<file path="src/cpu20_macros.svh">
// Width, register count and instruction field constants for the cpu20 core
`ifndef CPU20_MACROS_SVH
`define CPU20_MACROS_SVH

// Datapath widths
`define CPU20_WORD_W      20  // Full word
`define CPU20_HALF_W      10  // Half word, low bits only
`define CPU20_OPCODE_W    6
`define CPU20_REG_ADDR_W  3

// Six general registers, addresses 6 and 7 unmapped
`define CPU20_NUM_REGS    6

// Instruction layout
// | opcode | src1 | src2 | dst1 | dst2 | mode | spare |
//   19:14    13:11  10:8   7:5    4:2    1      0
`define CPU20_OPC_LSB     14
`define CPU20_SRC1_LSB    11
`define CPU20_SRC2_LSB    8
`define CPU20_DST1_LSB    5
`define CPU20_DST2_LSB    2
`define CPU20_MODE_BIT    1   // 1 selects half word

`endif

</file>
<file path="src/cpu20_pkg.sv">
// Shared types for the cpu20 core
// Data word, register address, opcodes, stages and status flags
`include "cpu20_macros.svh"

package cpu20_pkg;

    typedef logic [`CPU20_WORD_W-1:0]     word_t;
    typedef logic [`CPU20_REG_ADDR_W-1:0] reg_addr_t;

    // Full reference encoding, unkept ops decode as NOP
    typedef enum logic [`CPU20_OPCODE_W-1:0] {
        TRAP_OP  = 6'h00, NOP_OP   = 6'h01, JMP_OP   = 6'h02, JMPZ_OP  = 6'h03,
        JMPS_OP  = 6'h04, JMPZS_OP = 6'h05, LSTAT_OP = 6'h06, XSTAT_OP = 6'h07,
        NOT_OP   = 6'h08, AND_OP   = 6'h09, OR_OP    = 6'h0A, XOR_OP   = 6'h0B,
        SHFTR_OP = 6'h0C, SHFTL_OP = 6'h0D, ROTR_OP  = 6'h0E, ROTL_OP  = 6'h0F,
        SWAP_OP  = 6'h10, INC_OP   = 6'h11, DEC_OP   = 6'h12, ADD_OP   = 6'h13,
        ADDC_OP  = 6'h14, SUB_OP   = 6'h15, SUBC_OP  = 6'h16, EQ_OP    = 6'h17,
        GT_OP    = 6'h18, LT_OP    = 6'h19, GET_OP   = 6'h1A, LET_OP   = 6'h1B
    } opcode_t;

    // Stage sequencer states
    typedef enum logic [1:0] {
        FETCH_ST      = 2'd0,
        DECODE_ST     = 2'd1,
        EXECUTE_ST    = 2'd2,
        WRITE_BACK_ST = 2'd3
    } stage_t;

    // Status flags, also used as an update mask
    typedef struct packed {
        logic zero;
        logic sign;
        logic carry;
    } flags_t;

endpackage

</file>
<file path="src/cpu20_exec_if.sv">
// Execute-stage bundle between sequencer and ALU
// Operands and mode out, results, flags and flag mask back

interface cpu20_exec_if;

    cpu20_pkg::opcode_t op;         // Registered opcode
    logic               half;       // 1 = half word mode
    cpu20_pkg::word_t   a;          // Operand from src1
    cpu20_pkg::word_t   b;          // Operand from src2

    cpu20_pkg::word_t   res1;       // Result for dst1
    cpu20_pkg::word_t   res2;       // Result for dst2, SWAP only
    cpu20_pkg::flags_t  flags_new;  // Candidate flag values
    cpu20_pkg::flags_t  flag_mask;  // Flags this op updates

    // Sequencer side, sampled at end of EXECUTE
    modport seq (
        output op,
        output half,
        output a,
        output b,
        input  res1,
        input  res2,
        input  flags_new,
        input  flag_mask
    );

    // Purely combinational ALU side
    modport alu (
        input  op,
        input  half,
        input  a,
        input  b,
        output res1,
        output res2,
        output flags_new,
        output flag_mask
    );

endinterface

</file>
<file path="src/cpu20_alu.sv">
// Combinational ALU for logic, shift, rotate, swap, inc/dec and compares
// Full or half word, flag results with an update mask
`include "cpu20_macros.svh"

module cpu20_alu (
    cpu20_exec_if.alu ex
);

    localparam int WW = `CPU20_WORD_W;
    localparam int HW = `CPU20_HALF_W;

    cpu20_pkg::word_t wmask;    // Active width mask
    cpu20_pkg::word_t am, bm;   // Operands trimmed to active width
    logic             a_msb;    // Top bit of active width
    logic             a_eq_b, a_gt_b, a_lt_b;
    cpu20_pkg::word_t rotr_a, rotl_a;

    assign wmask = ex.half ? cpu20_pkg::word_t'({HW{1'b1}}) : '1;
    assign am    = ex.a & wmask;
    assign bm    = ex.b & wmask;
    assign a_msb = ex.half ? ex.a[HW-1] : ex.a[WW-1];

    // Unsigned compares
    assign a_eq_b = (am == bm);
    assign a_gt_b = (am > bm);
    assign a_lt_b = (am < bm);

    // Rotates stay inside the active width
    assign rotr_a = ex.half ? cpu20_pkg::word_t'({am[0], am[HW-1:1]})
                            : {am[0], am[WW-1:1]};
    assign rotl_a = ex.half ? cpu20_pkg::word_t'({am[HW-2:0], am[HW-1]})
                            : {am[WW-2:0], am[WW-1]};

    always_comb begin
        ex.res1      = '0;
        ex.res2      = '0;
        ex.flags_new = '0;
        ex.flag_mask = '0;   // Empty mask for unkept ops
        case (ex.op)
            cpu20_pkg::NOT_OP: begin
                ex.res1           = ~am & wmask;
                ex.flags_new.zero = ~|ex.res1;
                ex.flag_mask.zero = 1'b1;
            end
            cpu20_pkg::AND_OP, cpu20_pkg::OR_OP, cpu20_pkg::XOR_OP: begin
                if (ex.op == cpu20_pkg::AND_OP)
                    ex.res1 = am & bm;
                else if (ex.op == cpu20_pkg::OR_OP)
                    ex.res1 = am | bm;
                else
                    ex.res1 = am ^ bm;
                ex.flags_new.zero = ~|ex.res1;
                ex.flag_mask.zero = 1'b1;
            end
            cpu20_pkg::SHFTR_OP: begin
                ex.res1            = am >> 1;   // Zero fill
                ex.flags_new.carry = am[0];     // Bit shifted out
                ex.flags_new.zero  = ~|ex.res1;
                ex.flag_mask.zero  = 1'b1;
                ex.flag_mask.carry = 1'b1;
            end
            cpu20_pkg::SHFTL_OP: begin
                ex.res1            = (am << 1) & wmask;
                ex.flags_new.carry = a_msb;
                ex.flags_new.zero  = ~|ex.res1;
                ex.flag_mask.zero  = 1'b1;
                ex.flag_mask.carry = 1'b1;
            end
            cpu20_pkg::ROTR_OP: ex.res1 = rotr_a;   // No flags
            cpu20_pkg::ROTL_OP: ex.res1 = rotl_a;
            cpu20_pkg::SWAP_OP: begin
                ex.res1 = bm;   // To dst1
                ex.res2 = am;   // To dst2
            end
            cpu20_pkg::INC_OP: begin
                ex.res1            = (am + cpu20_pkg::word_t'(1)) & wmask;
                ex.flags_new.carry = (am == wmask);   // Wraps to zero
                ex.flags_new.zero  = ~|ex.res1;
                ex.flag_mask.zero  = 1'b1;
                ex.flag_mask.carry = 1'b1;
            end
            cpu20_pkg::DEC_OP: begin
                ex.res1            = (am - cpu20_pkg::word_t'(1)) & wmask;
                ex.flags_new.carry = (am == '0);      // Wraps to all ones
                ex.flags_new.zero  = ~|ex.res1;
                ex.flag_mask.zero  = 1'b1;
                ex.flag_mask.carry = 1'b1;
            end
            cpu20_pkg::EQ_OP: begin
                ex.flags_new.zero = a_eq_b;
                ex.flag_mask.zero = 1'b1;
            end
            cpu20_pkg::GT_OP, cpu20_pkg::LT_OP: begin
                ex.flags_new.sign = (ex.op == cpu20_pkg::GT_OP) ? a_gt_b : a_lt_b;
                ex.flag_mask.sign = 1'b1;
            end
            cpu20_pkg::GET_OP, cpu20_pkg::LET_OP: begin
                // Strict compare in sign, equality in zero
                ex.flags_new.sign = (ex.op == cpu20_pkg::GET_OP) ? a_gt_b : a_lt_b;
                ex.flags_new.zero = a_eq_b;
                ex.flag_mask.sign = 1'b1;
                ex.flag_mask.zero = 1'b1;
            end
            default: ;
        endcase
    end

endmodule

</file>
<file path="src/cpu20_core.sv">
// cpu20 execution core top level
// Sequencer, register file, ALU and status block with host load and debug ports
`include "cpu20_macros.svh"

module cpu20_core (
    input  logic                          clk,
    input  logic                          reset,
    input  logic [`CPU20_WORD_W-1:0]      instruction,
    input  logic                          load,
    input  logic [`CPU20_REG_ADDR_W-1:0]  load_addr,
    input  logic [`CPU20_WORD_W-1:0]      load_data,
    input  logic [`CPU20_REG_ADDR_W-1:0]  dbg_addr,
    output logic [`CPU20_WORD_W-1:0]      dbg_data,
    output logic                          fetch_enable,
    output logic                          decode_enable,
    output logic                          execute_enable,
    output logic                          write_back_enable,
    output logic                          zero_flag,
    output logic                          sign_flag,
    output logic                          carry_flag,
    output logic                          trap_flag
);

    cpu20_pkg::reg_addr_t rd_addr1, rd_addr2, wr_addr1, wr_addr2;
    cpu20_pkg::word_t     rd_data1, rd_data2, wr_data1, wr_data2;
    logic                 we1, we2;
    logic                 flag_we, trap_set;
    cpu20_pkg::flags_t    flag_val, flag_mask, flags;

    cpu20_exec_if ex ();   // Sequencer to ALU bundle

    cpu20_sequencer u_seq (
        .clk, .reset, .instruction,
        .trap              (trap_flag),
        .rd_addr1, .rd_addr2, .rd_data1, .rd_data2,
        .ex                (ex.seq),
        .we1, .we2, .wr_addr1, .wr_addr2, .wr_data1, .wr_data2,
        .flag_we, .flag_val, .flag_mask, .trap_set,
        .fetch_enable, .decode_enable, .execute_enable, .write_back_enable
    );

    cpu20_regfile u_regs (
        .clk, .reset,
        .rd_addr1, .rd_addr2, .rd_data1, .rd_data2,
        .we1, .wr_addr1, .wr_data1, .we2, .wr_addr2, .wr_data2,
        .load, .load_addr, .load_data,
        .load_allow        (fetch_enable),   // Host writes only in FETCH
        .dbg_addr, .dbg_data
    );

    cpu20_alu u_alu (.ex(ex.alu));

    cpu20_status u_status (
        .clk, .reset, .flag_we, .flag_val, .flag_mask, .trap_set,
        .flags, .trap(trap_flag)
    );

    // Flag bits out to pins
    assign zero_flag  = flags.zero;
    assign sign_flag  = flags.sign;
    assign carry_flag = flags.carry;

endmodule

</file>
<file path="src/cpu20_regfile.sv">
// Six general registers, two read and two write ports
// Host load port gated to FETCH, debug read port
`include "cpu20_macros.svh"

module cpu20_regfile (
    input  logic                  clk,
    input  logic                  reset,
    input  cpu20_pkg::reg_addr_t  rd_addr1,
    input  cpu20_pkg::reg_addr_t  rd_addr2,
    output cpu20_pkg::word_t      rd_data1,
    output cpu20_pkg::word_t      rd_data2,
    input  logic                  we1,
    input  cpu20_pkg::reg_addr_t  wr_addr1,
    input  cpu20_pkg::word_t      wr_data1,
    input  logic                  we2,
    input  cpu20_pkg::reg_addr_t  wr_addr2,
    input  cpu20_pkg::word_t      wr_data2,
    input  logic                  load,
    input  cpu20_pkg::reg_addr_t  load_addr,
    input  cpu20_pkg::word_t      load_data,
    input  logic                  load_allow,   // Only in FETCH
    input  cpu20_pkg::reg_addr_t  dbg_addr,
    output cpu20_pkg::word_t      dbg_data
);

    cpu20_pkg::word_t regs [`CPU20_NUM_REGS];

    // Unmapped addresses read as zero
    function automatic cpu20_pkg::word_t rd(input cpu20_pkg::reg_addr_t addr);
        return (addr < `CPU20_NUM_REGS) ? regs[addr] : '0;
    endfunction

    always_comb rd_data1 = rd(rd_addr1);
    always_comb rd_data2 = rd(rd_addr2);
    always_comb dbg_data = rd(dbg_addr);

    always_ff @(posedge clk or posedge reset) begin
        if (reset) begin
            for (int i = 0; i < `CPU20_NUM_REGS; i++)
                regs[i] <= '0;
        end else begin
            if (load && load_allow && (load_addr < `CPU20_NUM_REGS))
                regs[load_addr] <= load_data;
            if (we1 && (wr_addr1 < `CPU20_NUM_REGS))
                regs[wr_addr1] <= wr_data1;
            if (we2 && (wr_addr2 < `CPU20_NUM_REGS))
                regs[wr_addr2] <= wr_data2;   // Last write wins on same address
        end
    end

    // Write-back and host load never share a cycle
    a_no_wb_in_fetch: assert property (@(posedge clk) disable iff (reset)
        (we1 || we2) |-> !load_allow);

endmodule

</file>
<file path="src/cpu20_sequencer.sv">
// Four-stage control FSM with instruction register and decode
// Operand, result and flag registers between stages, write-back strobes
`include "cpu20_macros.svh"

module cpu20_sequencer (
    input  logic                  clk,
    input  logic                  reset,
    input  cpu20_pkg::word_t      instruction,
    input  logic                  trap,
    output cpu20_pkg::reg_addr_t  rd_addr1,
    output cpu20_pkg::reg_addr_t  rd_addr2,
    input  cpu20_pkg::word_t      rd_data1,
    input  cpu20_pkg::word_t      rd_data2,
    cpu20_exec_if.seq             ex,
    output logic                  we1,
    output logic                  we2,
    output cpu20_pkg::reg_addr_t  wr_addr1,
    output cpu20_pkg::reg_addr_t  wr_addr2,
    output cpu20_pkg::word_t      wr_data1,
    output cpu20_pkg::word_t      wr_data2,
    output logic                  flag_we,
    output cpu20_pkg::flags_t     flag_val,
    output cpu20_pkg::flags_t     flag_mask,
    output logic                  trap_set,
    output logic                  fetch_enable,
    output logic                  decode_enable,
    output logic                  execute_enable,
    output logic                  write_back_enable
);

    cpu20_pkg::stage_t  state;
    cpu20_pkg::word_t   ir;          // Instruction register
    cpu20_pkg::opcode_t ir_op;
    cpu20_pkg::opcode_t op_q;        // Decoded opcode
    logic               half_q;      // Decoded mode bit
    cpu20_pkg::word_t   a_q, b_q;    // Operands
    cpu20_pkg::word_t   res1_q, res2_q;
    cpu20_pkg::flags_t  fval_q, fmask_q;
    logic               wr_dst1;     // Op writes dst1

    // Instruction fields
    assign ir_op    = cpu20_pkg::opcode_t'(ir[`CPU20_OPC_LSB +: `CPU20_OPCODE_W]);
    assign rd_addr1 = ir[`CPU20_SRC1_LSB +: `CPU20_REG_ADDR_W];
    assign rd_addr2 = ir[`CPU20_SRC2_LSB +: `CPU20_REG_ADDR_W];
    assign wr_addr1 = ir[`CPU20_DST1_LSB +: `CPU20_REG_ADDR_W];
    assign wr_addr2 = ir[`CPU20_DST2_LSB +: `CPU20_REG_ADDR_W];

    // Stage FSM parks in DECODE on TRAP
    always_ff @(posedge clk or posedge reset) begin
        if (reset) begin
            state <= cpu20_pkg::FETCH_ST;
        end else begin
            case (state)
                cpu20_pkg::FETCH_ST:   state <= cpu20_pkg::DECODE_ST;
                cpu20_pkg::DECODE_ST: begin
                    if (ir_op != cpu20_pkg::TRAP_OP)
                        state <= cpu20_pkg::EXECUTE_ST;
                end
                cpu20_pkg::EXECUTE_ST: state <= cpu20_pkg::WRITE_BACK_ST;
                default:               state <= cpu20_pkg::FETCH_ST;
            endcase
        end
    end

    // Pipeline payload registers
    always_ff @(posedge clk) begin
        if (state == cpu20_pkg::FETCH_ST)
            ir <= instruction;           // Sampled at end of FETCH
        if (state == cpu20_pkg::DECODE_ST) begin
            op_q   <= ir_op;
            half_q <= ir[`CPU20_MODE_BIT];
            a_q    <= rd_data1;
            b_q    <= rd_data2;
        end
        if (state == cpu20_pkg::EXECUTE_ST) begin
            res1_q  <= ex.res1;          // ALU settled by now
            res2_q  <= ex.res2;
            fval_q  <= ex.flags_new;
            fmask_q <= ex.flag_mask;
        end
    end

    assign ex.op   = op_q;
    assign ex.half = half_q;
    assign ex.a    = a_q;
    assign ex.b    = b_q;

    // Ops with a dst1 result
    always_comb begin
        case (op_q)
            cpu20_pkg::NOT_OP, cpu20_pkg::AND_OP, cpu20_pkg::OR_OP,
            cpu20_pkg::XOR_OP, cpu20_pkg::SHFTR_OP, cpu20_pkg::SHFTL_OP,
            cpu20_pkg::ROTR_OP, cpu20_pkg::ROTL_OP, cpu20_pkg::SWAP_OP,
            cpu20_pkg::INC_OP, cpu20_pkg::DEC_OP: wr_dst1 = 1'b1;
            default:                              wr_dst1 = 1'b0;
        endcase
    end

    // Write-back strobes
    assign we1       = (state == cpu20_pkg::WRITE_BACK_ST) && wr_dst1;
    assign we2       = (state == cpu20_pkg::WRITE_BACK_ST) && (op_q == cpu20_pkg::SWAP_OP);
    assign wr_data1  = res1_q;
    assign wr_data2  = res2_q;
    assign flag_we   = (state == cpu20_pkg::WRITE_BACK_ST) && (|fmask_q);
    assign flag_val  = fval_q;
    assign flag_mask = fmask_q;

    // One pulse that the status block holds
    assign trap_set = (state == cpu20_pkg::DECODE_ST) && (ir_op == cpu20_pkg::TRAP_OP) && !trap;

    // Stage enables go dark once trapped
    assign fetch_enable      = (state == cpu20_pkg::FETCH_ST)      && !trap;
    assign decode_enable     = (state == cpu20_pkg::DECODE_ST)     && !trap;
    assign execute_enable    = (state == cpu20_pkg::EXECUTE_ST)    && !trap;
    assign write_back_enable = (state == cpu20_pkg::WRITE_BACK_ST) && !trap;

    // Trap from status block only while parked on a decoded TRAP
    a_trap_parked: assert property (@(posedge clk) disable iff (reset)
        trap |-> (state == cpu20_pkg::DECODE_ST) && (ir_op == cpu20_pkg::TRAP_OP));

endmodule

</file>
<file path="src/cpu20_status.sv">
// Zero, sign and carry flag register with masked update
// Sticky trap flag

module cpu20_status (
    input  logic               clk,
    input  logic               reset,
    input  logic               flag_we,
    input  cpu20_pkg::flags_t  flag_val,
    input  cpu20_pkg::flags_t  flag_mask,   // 1 = update this flag
    input  logic               trap_set,
    output cpu20_pkg::flags_t  flags,
    output logic               trap
);

    always_ff @(posedge clk or posedge reset) begin
        if (reset) begin
            flags <= '0;
        end else if (flag_we) begin
            // Unmasked flags hold
            if (flag_mask.zero)
                flags.zero <= flag_val.zero;
            if (flag_mask.sign)
                flags.sign <= flag_val.sign;
            if (flag_mask.carry)
                flags.carry <= flag_val.carry;
        end
    end

    // Cleared only by reset
    always_ff @(posedge clk or posedge reset) begin
        if (reset)
            trap <= 1'b0;
        else if (trap_set)
            trap <= 1'b1;
    end

    // Sequencer must stop writing flags after a trap
    a_no_flag_write_trapped: assert property (@(posedge clk) disable iff (reset)
        flag_we |-> !trap);

endmodule

</file>
<file path="config.mk">
export PLATFORM = sky130hd
export DESIGN_NAME = cpu20_core
export DESIGN_NICKNAME = d
export VERILOG_FILES = /design/src/cpu20_pkg.sv /design/src/cpu20_exec_if.sv /design/src/cpu20_alu.sv /design/src/cpu20_core.sv /design/src/cpu20_regfile.sv /design/src/cpu20_sequencer.sv /design/src/cpu20_status.sv
export VERILOG_INCLUDE_DIRS = /design/src
export SDC_FILE = /design/constraint.sdc
export NUM_CORES = 1
export LEC_CHECK = 0
export BUFFER_PORTS_ARGS = -buffer_cell sky130_fd_sc_hd__buf_4
export CAP_MARGIN = 20
export CORE_ASPECT_RATIO = 1.4
export CORE_MARGIN = 2
export CORE_UTILIZATION = 30
export CTS_CLUSTER_SIZE = 25
export DETAILED_ROUTE_END_ITERATION = 8
export PLACE_DENSITY = 0.55
export RECOVER_POWER = 100
export SYNTH_ARGS = -nofsm -noshare
export SYNTH_HDL_FRONTEND = slang
export SYNTH_SLANG_ARGS = --single-unit
</file>
<file path="constraint.sdc">
create_clock -name clk -period 4.6 [get_ports clk]
set_input_delay 0.23 -clock clk [delete_from_list [all_inputs] [get_ports clk]]
set_output_delay 0.23 -clock clk [all_outputs]
set_load 0.05 [all_outputs]
</file>
==> results.md <==
* Outcome: finished, violations left
* Failing checks: max-capacitance violations, max-slew violations
* Worst-Margin Slew at 2.33 ns
* Post-synthesis adder-cell area fraction at 4.98%
* Simple-gate area share of the yosys netlist at 13.7%
* Final TNS setup at 0 ns
* Final Hold Viols at 0
* Leak pwr at 7.98 nW
* Initial Utilization at 30.2%
* Post-CTS resize count at 0
* Worst-Skew Late Latency at 0.58 ns
* Non-Filler Instances at 2679
* Fraction of layout instances using a drive strength above 1 at 11.1%
* Largest family of logic cells by synthesized area: multiplexers
* Slowest-stage cell, CP: clkbuf_1
* Most frequent cells in the layout: 219 x nand2_1, 198 x o21ai_0, 192 x mux2i_1
* Syn nets at 2009
* R2R depth at 11
* Die W at 207 µm
* RSZ-0062 raised after global routing: false
* DP HPWL at 43600 µm
* WHS at 0.122 ns
* Number of remaining DRC errors at 0
* FF-to-FF setup slack at 0.54 ns
* Yosys warning count at 0
* Crit-path cells: inv_1 > ha_1 > clkbuf_1 > nor2b_1 > clkbuf_1 > clkbuf_1
* Inst Count DP at 2606
* CTS tree: yes
* Initial antenna violation count at 0
* Synth Flop Type: dfrtp_1
* Setup crit start kind: flop
* Io pins at 77
* Tmin final at 4.17 ns
* Initial DRC count at 1418
* Wire per inst at 23.7 µm
* Multi-input logic area at 9800 µm²
* R2r endpoint: u_regs.regs[48]
* Worst path most repeated cell: clkbuf_1
* Max_cap viols at 7
* IO Port Bufs at 75
* H-tree Lvls at 1
* Final setup fails at 0
* GRT Overall Usage at 20.8%
* Reg clk slew, reported paths at 0.06 ns
* Cell Rows at 104
* PnR worst setup slack at 0.428 ns
* Height of the die at 289 µm
* Root buf cell: clkbuf_16
* TritonCTS Buffers at 28
* Grt total ovfl at 0
* Critical Path Source: u_seq.state[0]
* Mapped Cells at 1891
* Worst Path Arrival at 3.94 ns
* Post-Route WL at 63600 µm
* Commonest non-fill, non-tap cell in the layout: nand2_1
* Req. time, crit path at 4.37 ns
* First drt pass iteration count at 6
* Core footprint at 57400 µm²
* Power Dens Cells at 647 nW/µm²
* Worst path max stage delay at 1.07 ns
* Post-DRT Antenna Nets at 0
* ANT cells at 0
* Vias at 15400
* Die area at 59800 µm²
* Fmax at 240 MHz
* Post-place setup slack at 0.968 ns
* Global-route wire length before repair at 95700 µm
* Synth Register Bits at 239
* CTS Buffer Depth at 3
* Num Clock Sinks at 239
* Post-synthesis compound-gate area fraction at 17.0%
* Drt via density at 5.76
* Yosys cell types at 73
* Max VDD drop at 278 µV
* CP Max Fanout at 21
* Vias in the first global route at 15200
* Critical path class: reg2out
* Mapped Area at 17300 µm²
* Final-stage net count at 2033
* Seq/Total Area, Yosys at 37.7%
* Clock skew at 0.0214 ns
* Seq. cell area at 6540 µm²
* Min-delay worst type: in2reg
* R2r startpoint: u_seq.state[0]
* Filler cell count at 5881
* Max-slew violations at 309
* Critical path endpoint category: output pin
* Delay-heaviest family, CP: buffers and inverters
* Routability congestion estimate at 0.974
* Largest net degree at the start of global routing at 94
* Post-Synth XOR/XNOR Area at 1.36%
* Rel. slew slack at -55.0%
* Post-synth EDFFs at 112
* Mux cell area share after synthesis at 19.3%
* Asr flop ratio synth at 52.7%
* Worst path depth at 6
* Core Util, Final at 34.2%
* Worst Setup EP: fetch_enable
* Post-Syn Area per Cell at 9.17 µm²
* Tcrit/Tclk final at 90.7%
* Critical path buffers and inverters at 4
* Layout area overhead at 13.2%
-- cells by family after synthesis --
logic type | after synthesis
adders and majority gates | 69
muxes | 258
xor gates and xnor gates | 27
AOI/OAI and AO/OA | 495
and+or+nand+nor | 532
buffers and inverters | 271
DFF | 239
-- cells in the mapped netlist (4+ instances only) --
library cell | number | area share [%]
a2111oi_0 | 5 | 0.25
a211oi_1 | 23 | 1.0
a21o_1 | 21 | 0.91
a21oi_1 | 80 | 2.3
a221oi_1 | 9 | 0.45
a222oi_1 | 6 | 0.35
a22oi_1 | 4 | 0.17
a31oi_1 | 16 | 0.58
and3_1 | 13 | 0.47
buf_1 | 29 | 0.63
buf_2 | 10 | 0.29
clkbuf_1 | 114 | 2.5
dfrtp_1 | 126 | 18
edfxtp_1 | 112 | 19
ha_1 | 69 | 5.0
inv_1 | 114 | 2.5
mux2_2 | 6 | 0.39
mux2i_1 | 192 | 11
mux4_2 | 60 | 7.8
nand2_1 | 221 | 4.8
nand2b_1 | 7 | 0.25
nand3_1 | 29 | 0.84
nand4_1 | 12 | 0.43
nor2_1 | 151 | 3.3
nor2b_1 | 18 | 0.65
nor3_1 | 31 | 0.89
nor4_1 | 17 | 0.61
o2111ai_1 | 4 | 0.20
o211ai_1 | 5 | 0.22
o21ai_0 | 125 | 3.6
o21ai_1 | 89 | 2.6
o221ai_1 | 4 | 0.20
o22ai_1 | 69 | 2.5
o31ai_1 | 7 | 0.30
or3_1 | 11 | 0.40
xnor2_1 | 19 | 0.96
xor2_1 | 8 | 0.40
-- layout make-up --
type | count | share of cell area (%)
multi-input cells | 1381 | 49.9
repair buffers | 149 | 5.25
well taps | 742 | 4.73
flip-flops and latches | 239 | 33.3
clock inverters | 17 | 0.815
inverters | 116 | 2.24
clock buffers | 35 | 3.81
-- worst min path at each step --
stage / start / endpoint / slack, ns / depth (start not counted)
3_3_place_gp: instruction[2] / u_seq.ir[2] / 0.41 / 1
3_5_place_dp: instruction[10] / u_seq.ir[10] / 0.41 / 1
6_report: load_data[16] / u_regs.regs[16] / 0.12 / 5
2_1_floorplan: instruction[10] / u_seq.ir[10] / 0.33 / 0
5_1_grt: load_data[5] / u_regs.regs[105] / 0.13 / 5
4_1_cts: load_data[13] / u_regs.regs[13] / 0.09 / 5
-- flip-flops by register name (all words and copies together) (netlist names), named ones only --
signal / flops
u_seq.flag_val: 3
u_seq.wr_data2: 20
u_seq.flag_mask: 3
u_seq.ex.op: 6
u_seq.ex.a: 20
u_seq.ir: 19
u_regs.regs: 120
u_status.flags: 3
u_seq.ex.half: 1
u_seq.state: 2
u_seq.ex.b: 20
u_seq.wr_data1: 20
u_status.trap: 1
-- report_power, final --
| part | internal (mW) | switching, mW | leakage (nW) | total (mW) |
|---|---|---|---|---|
| clock network | 1.32 | 0.977 | 0.455 | 2.29 |
| logic | 2.31 | 3.46 | 5.07 | 5.77 |
| registers | 3.43 | 1.21 | 2.45 | 4.64 |
| total | 7.06 | 5.64 | 7.98 | 12.7 |
-- stage by stage --
step / power (mW) / cell area [µm²]
after floorplan: 8.48 / 17300
after global placement: 10.3 / 18700
after detailed placement: 10.5 / 18700
after CTS: 12.8 / 19800
after global routing: 13.5 / 19600
final: 12.7 / 19600
-- timing repair --
item,CTS,global route
hold endpoints to repair,111,0
buffers inserted,0,0
hold buffers,20,0
setup endpoints to repair,0,0
-- layer usage --
layer	GRT usage [%]	share of wire, %	vias up
met1	26.5	41	7589
met3	2.83	6.8	182
met5	0	0	-
met2	34.8	47	727
met4	9.98	5.0	0
li1	-	-	6931
-- worst min-delay path, stage by stage --
cell,delay (ns)
buf_4,0.12
mux2i_1,0.07
nor2_1,0.08
a21oi_1,0.04
o21ai_1,0.10
No activity file was read; power rests on OpenSTA's default activity.
